## src/hw/mmu_pkg.sv

```systemverilog
// ~~~~~~~~~~~~~~~~~~~~~~~~~~~~~~
// Shared widths, PTE fields and FSM encodings for the data
// address translation unit. Every RTL block imports it.
// ~~~~~~~~~~~~~~~~~~~~~~~~~~~~~~

`default_nettype none

package mmu_pkg;

  // Address and page geometry
  localparam int VADDR_W    = 32;
  localparam int PAGE_OFS_W = 12;
  localparam int VPN_W      = 20;
  localparam int PPN_W      = 22;
  localparam int PADDR_W    = 34;
  localparam int PTE_W      = 32;

  localparam int DTLB_ENTRIES = 4;
  localparam int DTLB_IDX_W   = $clog2(DTLB_ENTRIES);

  // PTE field positions
  localparam int PTE_V       = 0;
  localparam int PTE_W_BIT   = 2;
  localparam int PTE_U       = 4;
  localparam int PTE_D       = 7;
  localparam int PTE_PPN_LSB = 10;

  typedef logic [VADDR_W-1:0] vaddr_t;
  typedef logic [VPN_W-1:0]   vpn_t;
  typedef logic [PPN_W-1:0]   ppn_t;
  typedef logic [PADDR_W-1:0] paddr_t;
  typedef logic [PTE_W-1:0]   pte_t;

  typedef enum logic [1:0] {
    PRIV_U = 2'd0,
    PRIV_S = 2'd1,
    PRIV_M = 2'd3
  } priv_e;

  typedef enum logic [1:0] {
    XLATE_IDLE,
    XLATE_LOOKUP,
    XLATE_WALK,
    XLATE_RESP
  } xlate_state_e;

  typedef enum logic [1:0] {
    WALK_IDLE,
    WALK_SETUP,
    WALK_ACCESS
  } walk_state_e;

endpackage

`default_nettype wire

```

## src/hw/dtlb.sv

```systemverilog
// ~~~~~~~~~~~~~~~~~~~~~~~~~~~~~~
// Fully associative data TLB. Lookup is combinational, fills
// replace entries in round-robin order, flush drops every entry.
// ~~~~~~~~~~~~~~~~~~~~~~~~~~~~~~

`default_nettype none

module dtlb
  import mmu_pkg::*;
  (input  logic   clk_i
   , input  logic reset_i
   , input  logic flush_i

   , input  vpn_t lookup_vpn_i
   , output logic hit_o
   , output pte_t hit_pte_o

   , input  logic fill_v_i
   , input  vpn_t fill_vpn_i
   , input  pte_t fill_pte_i
   );

  logic [DTLB_ENTRIES-1:0] valid_r;
  vpn_t                    tag_r [DTLB_ENTRIES];
  pte_t                    pte_r [DTLB_ENTRIES];
  logic [DTLB_IDX_W-1:0]   rr_ptr_r;
  logic [DTLB_ENTRIES-1:0] hit_vec;
  pte_t                    hit_pte;

  // Parallel tag compare
  always_comb begin
    hit_pte = '0;
    for (int i = 0; i < DTLB_ENTRIES; i++) begin
      hit_vec[i] = valid_r[i] && (tag_r[i] == lookup_vpn_i);
      if (hit_vec[i]) begin
        hit_pte = hit_pte | pte_r[i];
      end
    end
  end

  assign hit_o     = |hit_vec;
  assign hit_pte_o = hit_pte;

  always_ff @(posedge clk_i) begin
    if (reset_i) begin
      valid_r  <= '0;
      rr_ptr_r <= '0;
    end else if (flush_i) begin
      valid_r <= '0;
    end else if (fill_v_i) begin
      valid_r[rr_ptr_r] <= 1'b1;
      rr_ptr_r          <= rr_ptr_r + 1'b1;
    end
  end

  // Tag and PTE storage
  always_ff @(posedge clk_i) begin
    if (fill_v_i && !flush_i) begin
      tag_r[rr_ptr_r] <= fill_vpn_i;
      pte_r[rr_ptr_r] <= fill_pte_i;
    end
  end

  // Fills only follow a miss, so no page can be held twice
  a_hit_onehot : assert property (
    @(posedge clk_i) disable iff (reset_i)
    $onehot0(hit_vec)
  );

endmodule

`default_nettype wire

```

## src/hw/pte_walker.sv

```systemverilog
// ~~~~~~~~~~~~~~~~~~~~~~~~~~~~~~
// Single-level page table walker. Each walk_start runs one APB
// read of the PTE and returns it with a done pulse.
// ~~~~~~~~~~~~~~~~~~~~~~~~~~~~~~

`default_nettype none

module pte_walker
  import mmu_pkg::*;
  (input  logic   clk_i
   , input  logic reset_i

   , input  logic walk_start_i
   , input  vpn_t walk_vpn_i
   , input  ppn_t base_ppn_i

   , output logic   psel_o
   , output logic   penable_o
   , output paddr_t paddr_o
   , input  pte_t   prdata_i
   , input  logic   pready_i
   , input  logic   pslverr_i

   , output logic done_o
   , output pte_t pte_o
   , output logic bus_err_o
   );

  walk_state_e state_r;
  paddr_t      pte_addr;
  paddr_t      paddr_r;
  logic        done_r;
  pte_t        pte_r;
  logic        bus_err_r;
  logic        xfer_done;

  // Base page address plus four bytes per VPN
  assign pte_addr = {base_ppn_i, {PAGE_OFS_W{1'b0}}} + PADDR_W'({walk_vpn_i, 2'b00});

  assign xfer_done = (state_r == WALK_ACCESS) && pready_i;

  always_ff @(posedge clk_i) begin
    if (reset_i) begin
      state_r <= WALK_IDLE;
      done_r  <= 1'b0;
    end else begin
      done_r <= xfer_done;
      case (state_r)
        WALK_IDLE: begin
          if (walk_start_i) begin
            state_r <= WALK_SETUP;
          end
        end
        WALK_SETUP: state_r <= WALK_ACCESS;
        WALK_ACCESS: begin
          if (pready_i) begin
            state_r <= WALK_IDLE;
          end
        end
        default: state_r <= WALK_IDLE;
      endcase
    end
  end

  always_ff @(posedge clk_i) begin
    if ((state_r == WALK_IDLE) && walk_start_i) begin
      paddr_r <= pte_addr;
    end
    if (xfer_done) begin
      pte_r     <= prdata_i;
      bus_err_r <= pslverr_i;
    end
  end

  assign psel_o    = (state_r != WALK_IDLE);
  assign penable_o = (state_r == WALK_ACCESS);
  assign paddr_o   = paddr_r;
  assign done_o    = done_r;
  assign pte_o     = pte_r;
  assign bus_err_o = bus_err_r;

  // Address and select hold from SETUP until the slave is ready
  a_apb_stable : assert property (
    @(posedge clk_i) disable iff (reset_i)
    (psel_o && !(penable_o && pready_i)) |=> (psel_o && $stable(paddr_o))
  );

endmodule

`default_nettype wire

```

## src/hw/xlate_ctrl.sv

```systemverilog
// ~~~~~~~~~~~~~~~~~~~~~~~~~~~~~~
// Translation sequencer. Accepts one request at a time, looks
// it up in the TLB, walks on a miss, checks permissions and
// holds the response until the requester takes it.
// ~~~~~~~~~~~~~~~~~~~~~~~~~~~~~~

`default_nettype none

module xlate_ctrl
  import mmu_pkg::*;
  (input  logic     clk_i
   , input  logic   reset_i

   , input  logic   req_v_i
   , input  vaddr_t req_vaddr_i
   , input  logic   req_store_i
   , output logic   req_ready_o

   , output logic   resp_v_o
   , output paddr_t resp_paddr_o
   , output logic   resp_page_fault_o
   , output logic   resp_access_fault_o
   , input  logic   resp_ready_i

   , input  logic   xlate_en_i
   , input  priv_e  priv_i
   , input  logic   sum_i

   , output vpn_t   tlb_vpn_o
   , input  logic   tlb_hit_i
   , input  pte_t   tlb_pte_i

   , output logic   fill_v_o
   , output vpn_t   fill_vpn_o
   , output pte_t   fill_pte_o

   , output logic   walk_start_o
   , output vpn_t   walk_vpn_o
   , input  logic   walk_done_i
   , input  pte_t   walk_pte_i
   , input  logic   walk_bus_err_i
   );

  xlate_state_e state_r;
  xlate_state_e state_n;
  vaddr_t       vaddr_r;
  logic         store_r;
  paddr_t       resp_paddr_r;
  logic         page_fault_r;
  logic         access_fault_r;
  vpn_t         req_vpn;
  ppn_t         hit_ppn;
  logic         priv_fault;
  logic         write_fault;
  logic         walk_ok;

  assign req_vpn = vaddr_r[VADDR_W-1:PAGE_OFS_W];
  assign hit_ppn = tlb_pte_i[PTE_PPN_LSB +: PPN_W];

  // Privilege and store permission rules on the hit entry
  assign priv_fault  = ((priv_i == PRIV_S) && !sum_i && tlb_pte_i[PTE_U])
                     || ((priv_i == PRIV_U) && !tlb_pte_i[PTE_U]);
  assign write_fault = store_r && (!tlb_pte_i[PTE_W_BIT] || !tlb_pte_i[PTE_D]);

  assign walk_ok = walk_done_i && !walk_bus_err_i && walk_pte_i[PTE_V];

  always_comb begin
    state_n = state_r;
    case (state_r)
      XLATE_IDLE: begin
        if (req_v_i) begin
          state_n = XLATE_LOOKUP;
        end
      end
      XLATE_LOOKUP: begin
        if (!xlate_en_i || tlb_hit_i) begin
          state_n = XLATE_RESP;
        end else begin
          state_n = XLATE_WALK;
        end
      end
      XLATE_WALK: begin
        if (walk_done_i) begin
          state_n = walk_ok ? XLATE_LOOKUP : XLATE_RESP;
        end
      end
      XLATE_RESP: begin
        if (resp_ready_i) begin
          state_n = XLATE_IDLE;
        end
      end
      default: state_n = XLATE_IDLE;
    endcase
  end

  always_ff @(posedge clk_i) begin
    if (reset_i) begin
      state_r <= XLATE_IDLE;
    end else begin
      state_r <= state_n;
    end
  end

  always_ff @(posedge clk_i) begin
    if (req_v_i && req_ready_o) begin
      vaddr_r <= req_vaddr_i;
      store_r <= req_store_i;
    end
  end

  // Response capture
  always_ff @(posedge clk_i) begin
    if (state_r == XLATE_LOOKUP) begin
      if (!xlate_en_i) begin
        resp_paddr_r   <= PADDR_W'(vaddr_r);
        page_fault_r   <= 1'b0;
        access_fault_r <= 1'b0;
      end else if (tlb_hit_i) begin
        resp_paddr_r   <= {hit_ppn, vaddr_r[PAGE_OFS_W-1:0]};
        page_fault_r   <= priv_fault || write_fault;
        access_fault_r <= 1'b0;
      end
    end else if ((state_r == XLATE_WALK) && walk_done_i && !walk_ok) begin
      // Bus error outranks an invalid PTE
      resp_paddr_r   <= '0;
      page_fault_r   <= !walk_bus_err_i;
      access_fault_r <= walk_bus_err_i;
    end
  end

  assign req_ready_o         = (state_r == XLATE_IDLE);
  assign resp_v_o            = (state_r == XLATE_RESP);
  assign resp_paddr_o        = resp_paddr_r;
  assign resp_page_fault_o   = page_fault_r;
  assign resp_access_fault_o = access_fault_r;

  assign tlb_vpn_o    = req_vpn;
  assign walk_vpn_o   = req_vpn;
  assign walk_start_o = (state_r == XLATE_LOOKUP) && xlate_en_i && !tlb_hit_i;

  assign fill_v_o   = (state_r == XLATE_WALK) && walk_ok;
  assign fill_vpn_o = req_vpn;
  assign fill_pte_o = walk_pte_i;

  a_resp_stable : assert property (
    @(posedge clk_i) disable iff (reset_i)
    (resp_v_o && !resp_ready_i) |=>
      (resp_v_o && $stable(resp_paddr_o) && $stable(resp_page_fault_o)
       && $stable(resp_access_fault_o))
  );

endmodule

`default_nettype wire

```

## src/hw/mmu_top.sv

```systemverilog
// ~~~~~~~~~~~~~~~~~~~~~~~~~~~~~~
// Data address translation unit top. Connects the sequencer,
// the data TLB and the APB page table walker.
// ~~~~~~~~~~~~~~~~~~~~~~~~~~~~~~

`default_nettype none

module mmu_top
  import mmu_pkg::*;
  (input  logic     clk_i
   , input  logic   reset_i

   , input  logic   req_v_i
   , input  vaddr_t req_vaddr_i
   , input  logic   req_store_i
   , output logic   req_ready_o

   , output logic   resp_v_o
   , output paddr_t resp_paddr_o
   , output logic   resp_page_fault_o
   , output logic   resp_access_fault_o
   , input  logic   resp_ready_i

   , input  logic   xlate_en_i
   , input  priv_e  priv_i
   , input  logic   sum_i
   , input  ppn_t   base_ppn_i
   , input  logic   flush_i

   , output logic   psel_o
   , output logic   penable_o
   , output paddr_t paddr_o
   , input  pte_t   prdata_i
   , input  logic   pready_i
   , input  logic   pslverr_i
   );

  vpn_t tlb_vpn;
  logic tlb_hit;
  pte_t tlb_pte;
  logic fill_v;
  vpn_t fill_vpn;
  pte_t fill_pte;
  logic walk_start;
  vpn_t walk_vpn;
  logic walk_done;
  pte_t walk_pte;
  logic walk_bus_err;

  xlate_ctrl ctrl
    (.clk_i(clk_i)
     ,.reset_i(reset_i)
     ,.req_v_i(req_v_i)
     ,.req_vaddr_i(req_vaddr_i)
     ,.req_store_i(req_store_i)
     ,.req_ready_o(req_ready_o)
     ,.resp_v_o(resp_v_o)
     ,.resp_paddr_o(resp_paddr_o)
     ,.resp_page_fault_o(resp_page_fault_o)
     ,.resp_access_fault_o(resp_access_fault_o)
     ,.resp_ready_i(resp_ready_i)
     ,.xlate_en_i(xlate_en_i)
     ,.priv_i(priv_i)
     ,.sum_i(sum_i)
     ,.tlb_vpn_o(tlb_vpn)
     ,.tlb_hit_i(tlb_hit)
     ,.tlb_pte_i(tlb_pte)
     ,.fill_v_o(fill_v)
     ,.fill_vpn_o(fill_vpn)
     ,.fill_pte_o(fill_pte)
     ,.walk_start_o(walk_start)
     ,.walk_vpn_o(walk_vpn)
     ,.walk_done_i(walk_done)
     ,.walk_pte_i(walk_pte)
     ,.walk_bus_err_i(walk_bus_err)
     );

  dtlb tlb
    (.clk_i(clk_i)
     ,.reset_i(reset_i)
     ,.flush_i(flush_i)
     ,.lookup_vpn_i(tlb_vpn)
     ,.hit_o(tlb_hit)
     ,.hit_pte_o(tlb_pte)
     ,.fill_v_i(fill_v)
     ,.fill_vpn_i(fill_vpn)
     ,.fill_pte_i(fill_pte)
     );

  pte_walker ptw
    (.clk_i(clk_i)
     ,.reset_i(reset_i)
     ,.walk_start_i(walk_start)
     ,.walk_vpn_i(walk_vpn)
     ,.base_ppn_i(base_ppn_i)
     ,.psel_o(psel_o)
     ,.penable_o(penable_o)
     ,.paddr_o(paddr_o)
     ,.prdata_i(prdata_i)
     ,.pready_i(pready_i)
     ,.pslverr_i(pslverr_i)
     ,.done_o(walk_done)
     ,.pte_o(walk_pte)
     ,.bus_err_o(walk_bus_err)
     );

endmodule

`default_nettype wire

```

## config.mk

```make
export PLATFORM = sky130hd
export DESIGN_NAME = mmu_top
export DESIGN_NICKNAME = d
export VERILOG_FILES = /design/src/hw/mmu_pkg.sv /design/src/hw/dtlb.sv /design/src/hw/pte_walker.sv /design/src/hw/xlate_ctrl.sv /design/src/hw/mmu_top.sv
export SDC_FILE = /design/constraint.sdc
export NUM_CORES = 1
export LEC_CHECK = 0
export CAP_MARGIN = 10
export CORE_AREA = 5 5 172 191
export CTS_CLUSTER_SIZE = 40
export DETAILED_ROUTE_END_ITERATION = 8
export DIE_AREA = 0 0 177 196
export DONT_BUFFER_PORTS = 1
export GPL_TIMING_DRIVEN = 0
export PLACE_DENSITY = 0.61
export SLEW_MARGIN = 20
export SYNTH_ARGS = -nofsm -noshare
export SYNTH_HDL_FRONTEND = slang
export SYNTH_HIERARCHICAL = 1
export SYNTH_SLANG_ARGS = --single-unit
export TNS_END_PERCENT = 50
```

## constraint.sdc

```tcl
create_clock -name clk_i -period 8.6 [get_ports clk_i]
set_input_delay 1.72 -clock clk_i [delete_from_list [all_inputs] [get_ports clk_i]]
set_output_delay 1.72 -clock clk_i [all_outputs]
set_load 0.01 [all_outputs]
```

# Word level (Yosys, flattened, before mapping)
# Memory sizes are Yosys's and may differ from the RTL's.
# Index checks and enable logic that the tools add are counted.
# word_totals
ff_bits,147
mem_bits_rw,208
input_bits,98
output_inout_bits,74
wordCells,113
memories,2
# memory_table
name,depth,width,rd,rd_clocked_by_memory_dff,wr,line_no,source
tlb.pte_r,4,32,4,0,1,dtlb.sv:25,pte_t pte_r [DTLB_ENTRIES];
tlb.tag_r,4,20,4,0,1,dtlb.sv:24,vpn_t tag_r [DTLB_ENTRIES];
# op_classes
n_addsub,2
order_cmp,2
eq_ne,16
mux,29
bitwise_logic,5
reduce_logical,44
# op_table
op,count
$mux W34,4
$mux W32,4
$or A32 B32 Y32,3
$eq A20 B20 Y1,4
$add A34 B22 Y34,1
$logic_and A1 B1 Y1,20
$mux W1,12
$mux W2,6
$logic_not A1 Y1,9
$ne A2 B1 Y1 const B,4
$pmux W2 S4,1
$eq A2 B1 Y1 const B,3
$eq A2 B2 Y1 const B,3
$logic_not A2 Y1,3
$pmux W2 S3,1
$reduce_and A2 Y1,3
$logic_or A1 B1 Y1,4
$or A4 B4 Y4,1
$reduce_bool A2 Y1,2
$reduce_or A4 Y1,1
$lt A2 B3 Y1 const B,1
$ne A3 B2 Y1 const B,1
$reduce_and A3 Y1,1
$add A2 B1 Y2 const B,1
5 further kinds,5

# Longest topological paths before layout
# Gate-level depths: netlist of the first run.
# An unclocked memory read counts as a cell.
# logic_depth
ltp_word,17
ltp_mapped,11
depth_no_buf,9

# Cells and area by module
# Netlist of the first run, hierarchy kept.
# by_module_without_submodules
module,instances,cells_each,area_each_um2,seq_area_each_um2
dtlb,1,551,8688.3,6366.1
xlate_ctrl,1,250,3462.1,2112.0
pte_walker,1,202,2949.1,2011.9

# Least setup slack after synthesis of the first run
# OpenSTA, ideal clock, no wires.
# synth_path
kind,input to register
from,input port flush_i
to,memory tlb/pte_r[0][0] (netlist name) (enable)
setup_time_ns,0.462
arrival_time_ns,4.096
required_time_ns,8.138
path_slack_ns,4.043
stages,2
n_path_buf,1
cell_sequence,clkbuf_1 -> nor2_1
# synth_via
elab_chain_len,4
# synth_rtl
element,line_no,source
start: declaration,mmu_top.sv:28,", input logic flush_i"
$logic_not A1 Y1,dtlb.sv:58,if (fill_v_i && !flush_i) begin
$logic_and A1 B1 Y1,dtlb.sv:58,
$mux W1,dtlb.sv:58,
$mux W1 (not written as such),dtlb.sv:60,pte_r[rr_ptr_r] <= fill_pte_i;
end: declaration,dtlb.sv:25,
# No other way between the ends.

# Worst setup path in the final report of the first run
# layout_path
from,register ctrl.vaddr_r[30]
to,"register ctrl.resp_paddr_r[25], in the netlist ctrl/resp_paddr_o[25] (enable)"
# layout_via
elab_chain_len,5
word_cells_on_any_way,11
classes_between,5 x eq/ne; 6 x reduce/logical
# layout_rtl
element,line_no,source
start: declaration,xlate_ctrl.sv:46,vaddr_t vaddr_r;
start signal: assignment,xlate_ctrl.sv:106,vaddr_r <= req_vaddr_i;
$eq A20 B20 Y1,dtlb.sv:34,hit_vec[i] = valid_r[i] && (tag_r[i] == lookup_vpn_i);
$logic_and A1 B1 Y1,dtlb.sv:34,
$reduce_or A4 Y1 *,dtlb.sv:41,assign hit_o = |hit_vec;
named net tlb_hit,mmu_top.sv:39,logic tlb_hit;
$ne A3 B2 Y1 (no source line) *,n/a,
$reduce_and A2 Y1 (no source line) *,n/a,
end signal: assignment,xlate_ctrl.sv:115,resp_paddr_r <= PADDR_W'(vaddr_r);
end signal: assignment,xlate_ctrl.sv:119,"resp_paddr_r <= {hit_ppn, vaddr_r[PAGE_OFS_W-1:0]};"
end: declaration,xlate_ctrl.sv:48,paddr_t resp_paddr_r;
# The timed path passes the listed nets; every way through them passes the cells marked *.
# A chain may end at the register's enable or synchronous reset.

==> impl_metrics.ini, run 1 <==
[place]
gp_congestion = 0.781
dpl.cell_count = 1359
place_hpwl_um = 20900
numPortBuffers = 0
placed_cell_area_um2 = 14700

[power]
power.density_nw_per_um2 = 222
leakage_nw = 5.31
ir_drop_mv = 0.136

[job]
drv_cap = 0

[timing]
period_needed_ns = 3.44
tightest_slew_ns = 0.680
rsz0062_at_grt = no
skew_ns = 0.0192
tns_ns = 0
slew_viol_final = 0
finalCritPeriodShare_pct = 40.0
finalSetupViolCount = 0
holdWs_ns = 0.520
hold_violations = 0
clock.fmax_ghz = 0.290
slew_headroom_pct = 54.6

[cts]
cts-resized-gates = 0
cts_tree = done
cts_buffers = 35
hold_buffers = 0
clk_latency_ns = 0.52
post_cts_buffers = 0
clock-sinks = 319
cts_max_level = 2
ctsRootBufferMaster = clkbuf_16
clock_path_buffers = 3
clk_pin_slew_ns = 0.06

[routing]
wl_per_cell_um = 20.8
vias = 7243
initialDrtViolationCount = 444
wirelength_um = 29500
viasPerCell = 5.10
final_antenna_net_count = 0
drc = 0
dr.pass1.iters = 5

[floorplanning]
core_area_um2 = 30800
die_h_um = 196
rows = 68
start_util_pct = 44.9
die_x_um = 177
dieArea_um2 = 34700
ios = 172

[cells_and_area]
final_util_pct = 51.4
design_area_um2 = 15800
drive_gt1_share_pct = 23.6
fin_nets = 1089
area_growth_pct = 14.5
antenna-diode-count = 0
instances_no_fill = 1420

[min_path]
hp-class = register to register

[setup_path]
worst-path-buf-inv = 4
crit_required_ns = 8.82
slowest_stage = nor4_4
worst_path_dominant_cell_family = simple AND/OR/NAND/NOR gates
crit_path_end_kind = register
critPathArrivalTime_ns = 3.66
cp_max_fo = 16
crit_type = register to register
start_kind = register
critPathMaxStageDelay_ns = 0.65
crit_chain = buf_4, buf_4, xnor2_1, nand3_1, nor4_4, a221o_1, nand2b_1, nand2_1, o21ai_4, buf_16, buf_16

[yosys]
syn_inst = 927
syn-cell-area_um2 = 13800
yosysWarnings = 6
syn_avg_cell_area_um2 = 14.9

[global_routing]
grt_pass1_wl_um = 44100
grt_max_degree = 31
antenna_found_initial = 1
grt.overflow.total = 0
grt_use_total_pct = 16.8
grt_pass1_vias = 7395

[run_status]
outcome = complete, no violations
[registers in the layout, indices dropped and copies added, names as in the netlist]
signal,count
tlb/tag_r,80
ptw/paddr_o,32
ptw/pte_o,26
ctrl/vaddr_r,32
ctrl/state_r,2
tlb/rr_ptr_r,2
ptw/bus_err_o,1
ctrl/store_r,1
ptw/state_r,2
tlb/pte_r,100
ctrl/resp_paddr_o,34
ptw/done_o,1
ctrl/resp_page_fault_o,1
tlb/valid_r,4
ctrl/resp_access_fault_o,1
[where the power goes]
part / switching, W / internal [W] / total (W)
logic: 0.000115 / 0.0000994 / 0.000214
clock network: 0.000582 / 0.000942 / 0.00152
registers: 0.0000304 / 0.00174 / 0.00177
total: 0.000727 / 0.00278 / 0.00351
[layer usage]
| metal | global-route usage [%] | vias up | wire [µm] |
|---|---|---|---|
| met2 | 29.8 | 182 | 15500 |
| li1 | - | 3447 | - |
| met4 | 5.70 | 2 | 835 |
| met3 | 3.06 | 51 | 1220 |
| met5 | 0 | - | 13 |
| met1 | 20.8 | 3561 | 11900 |
[worst reg2reg max path, delay by kind of cell (launching register included)]
family | cells | cell delay, ns
and+or+nand+nor | 4 | 1.19
buffers and inverters | 4 | 0.72
DFF | 1 | 0.49
AOI/OAI and AO/OA | 2 | 0.42
xor gates and xnor gates | 1 | 0.33
[path summary, 6_finish.rpt]
path	startpoint	to	slack, ns	cells past startpoint
max	ctrl/vaddr_r[30]$_DFFE_PP_	ctrl/resp_paddr_o[25]$_SDFFCE_PP0P_	5.16	11
min	ctrl/vaddr_r[1]$_DFFE_PP_	ctrl/resp_paddr_o[1]$_SDFFCE_PP0P_	0.52	1
max reg2reg	ctrl/vaddr_r[30]$_DFFE_PP_	ctrl/resp_paddr_o[25]$_SDFFCE_PP0P_	5.16	11
min reg2reg	ctrl/vaddr_r[1]$_DFFE_PP_	ctrl/resp_paddr_o[1]$_SDFFCE_PP0P_	0.52	1
[layout by cell type (no fill, tap or decap), types with 5 or more instances in the layout]
cell       instances
a211oi_1           5
a21oi_1           19
and2_1             6
and2_4             9
and3_1             8
buf_12             5
buf_16             6
buf_2             11
buf_4             99
buf_6             18
bufinv_16          5
clkbuf_1          12
clkbuf_16         37
clkinv_1           6
dfxtp_1           11
edfxtp_1         308
ha_1              14
inv_1             10
mux2i_1           21
nand2_1           42
nand2b_1           5
nand3_1           83
nand4_1           16
nor2_1            24
nor2_2            10
nor2b_1            5
nor3_1            10
nor3b_1            5
o2111ai_1         25
xnor2_1           66
xnor2_2            5
xor2_1            24
[metrics by stage]
stage	worst slack, ns	power [W]
4_1_cts	5.09	0.00355
2_1_floorplan	4.35	0.00196
5_1_grt	5.04	0.00363
3_5_place_dp	4.93	0.00202
3_3_place_gp	2.59	0.00201
6_report	5.16	0.00351
[area by class of cell]
class	count	area (µm²)
sequential	319	9470
tap	420	526
fill	2618	15000
clock inverter	16	204
timing repair buffer	11	265
buffer	138	1060
multi-input combinational	461	3310
inverter	10	37.5
clock buffer	45	966
(Power assumes the default switching activity.)
==> run 2, diff against run 1 <==
==> constraint.sdc (replaced) <==
create_clock -name clk_i -period 3.56 [get_ports clk_i]
set_input_delay 0.712 -clock clk_i [delete_from_list [all_inputs] [get_ports clk_i]]
set_output_delay 0.712 -clock clk_i [all_outputs]
set_load 0.01 [all_outputs]
==> run 2 against run 1 <==
Net effect:
- critical path depth stayed put
- sequential power is 140% higher
- non-clock buffer count stayed put
- count of clock-buffer cells in the layout is 1 higher
- sequential share of layout area is 0.14 points higher
- worst hold slack worse by 0.26 ns
- core utilization is 0.12 points lower
==> impl_metrics.ini, run 2 (synthesized netlist as in run 1, its figures left out) <==
[run_status]
outcome = complete, no violations

[place]
placed_cell_area_um2 = 14700
gp_congestion = 0.798
numPortBuffers = 0
place_hpwl_um = 21200

[timing]
skew_ns = 0.0165
clock.fmax_ghz = 0.307
finalSetupViolCount = 0
finalCritPeriodShare_pct = 91.5
rsz0062_at_grt = no
slew_viol_final = 0
tightest_slew_ns = 0.669
holdWs_ns = 0.258
hold_violations = 0
period_needed_ns = 3.26
slew_headroom_pct = 55.4

[cts]
clock_path_buffers = 3
cts_max_level = 2
post_cts_buffers = 0
ctsRootBufferMaster = clkbuf_16
clock-sinks = 319
clk_latency_ns = 0.52
hold_buffers = 0
cts_buffers = 35
cts_tree = done
cts-resized-gates = 0
clk_pin_slew_ns = 0.06

[global_routing]
grt_pass1_wl_um = 44700
grt_max_degree = 37
grt.overflow.total = 0
antenna_found_initial = 2
grt_pass1_vias = 7575
grt_use_total_pct = 17.0

[routing]
wirelength_um = 29700
drc = 0
initialDrtViolationCount = 549
vias = 7309
wl_per_cell_um = 20.9
final_antenna_net_count = 0
dr.pass1.iters = 5
viasPerCell = 5.14

[setup_path]
start_kind = register
cp_max_fo = 14
crit_type = register to register
crit_path_end_kind = register
cpMostUsedCell = buf_4
critPathMaxStageDelay_ns = 0.63
crit_required_ns = 3.77
critPathArrivalTime_ns = 3.47
crit_chain = buf_4, buf_4, xnor2_2, nand4_1, nor4_4, a22o_1, a221o_1, nand2b_1, nand2_1, o21ai_4, buf_8
slowest_stage = nor4_4

[min_path]
hp-class = input pin to register

[cells_and_area]
drive_gt1_share_pct = 23.7
final_common_cell = edfxtp_1
fin_nets = 1089
largest_reg_flops = 100
largest_register = tlb/pte_r
design_area_um2 = 15800
area_growth_pct = 14.2
layout_common_cells = 308 x edfxtp_1, 99 x buf_4, 83 x nand3_1

[floorplanning]
die_h_um = 196
rows = 68
ios = 172
start_util_pct = 44.9
dieArea_um2 = 34700
die_x_um = 177
core_area_um2 = 30800

[power]
power.density_nw_per_um2 = 528
ir_drop_mv = 0.324
leakage_nw = 5.29

[job]
drv_cap = 0
[run 2: per-stage QoR]
step	TNS, ns	power [W]	std cells	setup WS [ns]	util, %
2_1_floorplan	0	0.00473	928	0.159	-
3_3_place_gp	-264.54	0.00486	1348	-1.69	46.6
3_5_place_dp	0	0.00489	1359	0.334	47.6
4_1_cts	0	0.00845	1420	0.303	51.3
5_1_grt	0	0.00867	1421	0.228	51.3
6_report	0	0.00835	1421	0.304	51.3
[run 2: layout make-up]
cell class / count / area (µm²)
diodes: 1 / 2.50
plain buffers: 138 / 1060
clock buffers: 46 / 980
clock inverters: 15 / 149
fillers: 2598 / 15000
inverters: 10 / 37.5
multi-input cells: 461 / 3310
flip-flops and latches: 319 / 9470
well taps: 420 / 526
repair buffers: 11 / 268
[run 2: power by group]
group / internal (W) / switching, W
registers: 0.00421 / 0.0000736
clock network: 0.00215 / 0.00140
logic: 0.000238 / 0.000277
total: 0.00660 / 0.00175
[run 2: critical path: cells and delay by family (launching register included)]
family,cells,cell delay [ns]
and+or+nand+nor,4,1.18
buffers and inverters,3,0.57
DFF,1,0.52
AOI/OAI and AO/OA,3,0.52
xor gates and xnor gates,1,0.15
[run 2: worst paths after layout]
kind / startpoint / endpoint / slack (ns) / cells past startpoint
max: ctrl/vaddr_r[30]$_DFFE_PP_ / ctrl/resp_paddr_o[6]$_SDFFCE_PP0P_ / 0.30 / 11
max reg2reg: ctrl/vaddr_r[30]$_DFFE_PP_ / ctrl/resp_paddr_o[6]$_SDFFCE_PP0P_ / 0.30 / 11
min: reset_i / ptw/done_o$_SDFF_PP0_ / 0.26 / 1
min reg2reg: ctrl/vaddr_r[2]$_DFFE_PP_ / ctrl/resp_paddr_o[2]$_SDFFCE_PP0P_ / 0.52 / 1
[run 2: routing by layer]
metal | track usage [%] | vias up | part of all wire, %
li1 | - | 3452 | -
met3 | 3.26 | 55 | 4.5
met5 | 0 | - | 0.044
met1 | 21.0 | 3617 | 40
met4 | 5.76 | 2 | 2.6
met2 | 30.1 | 183 | 53
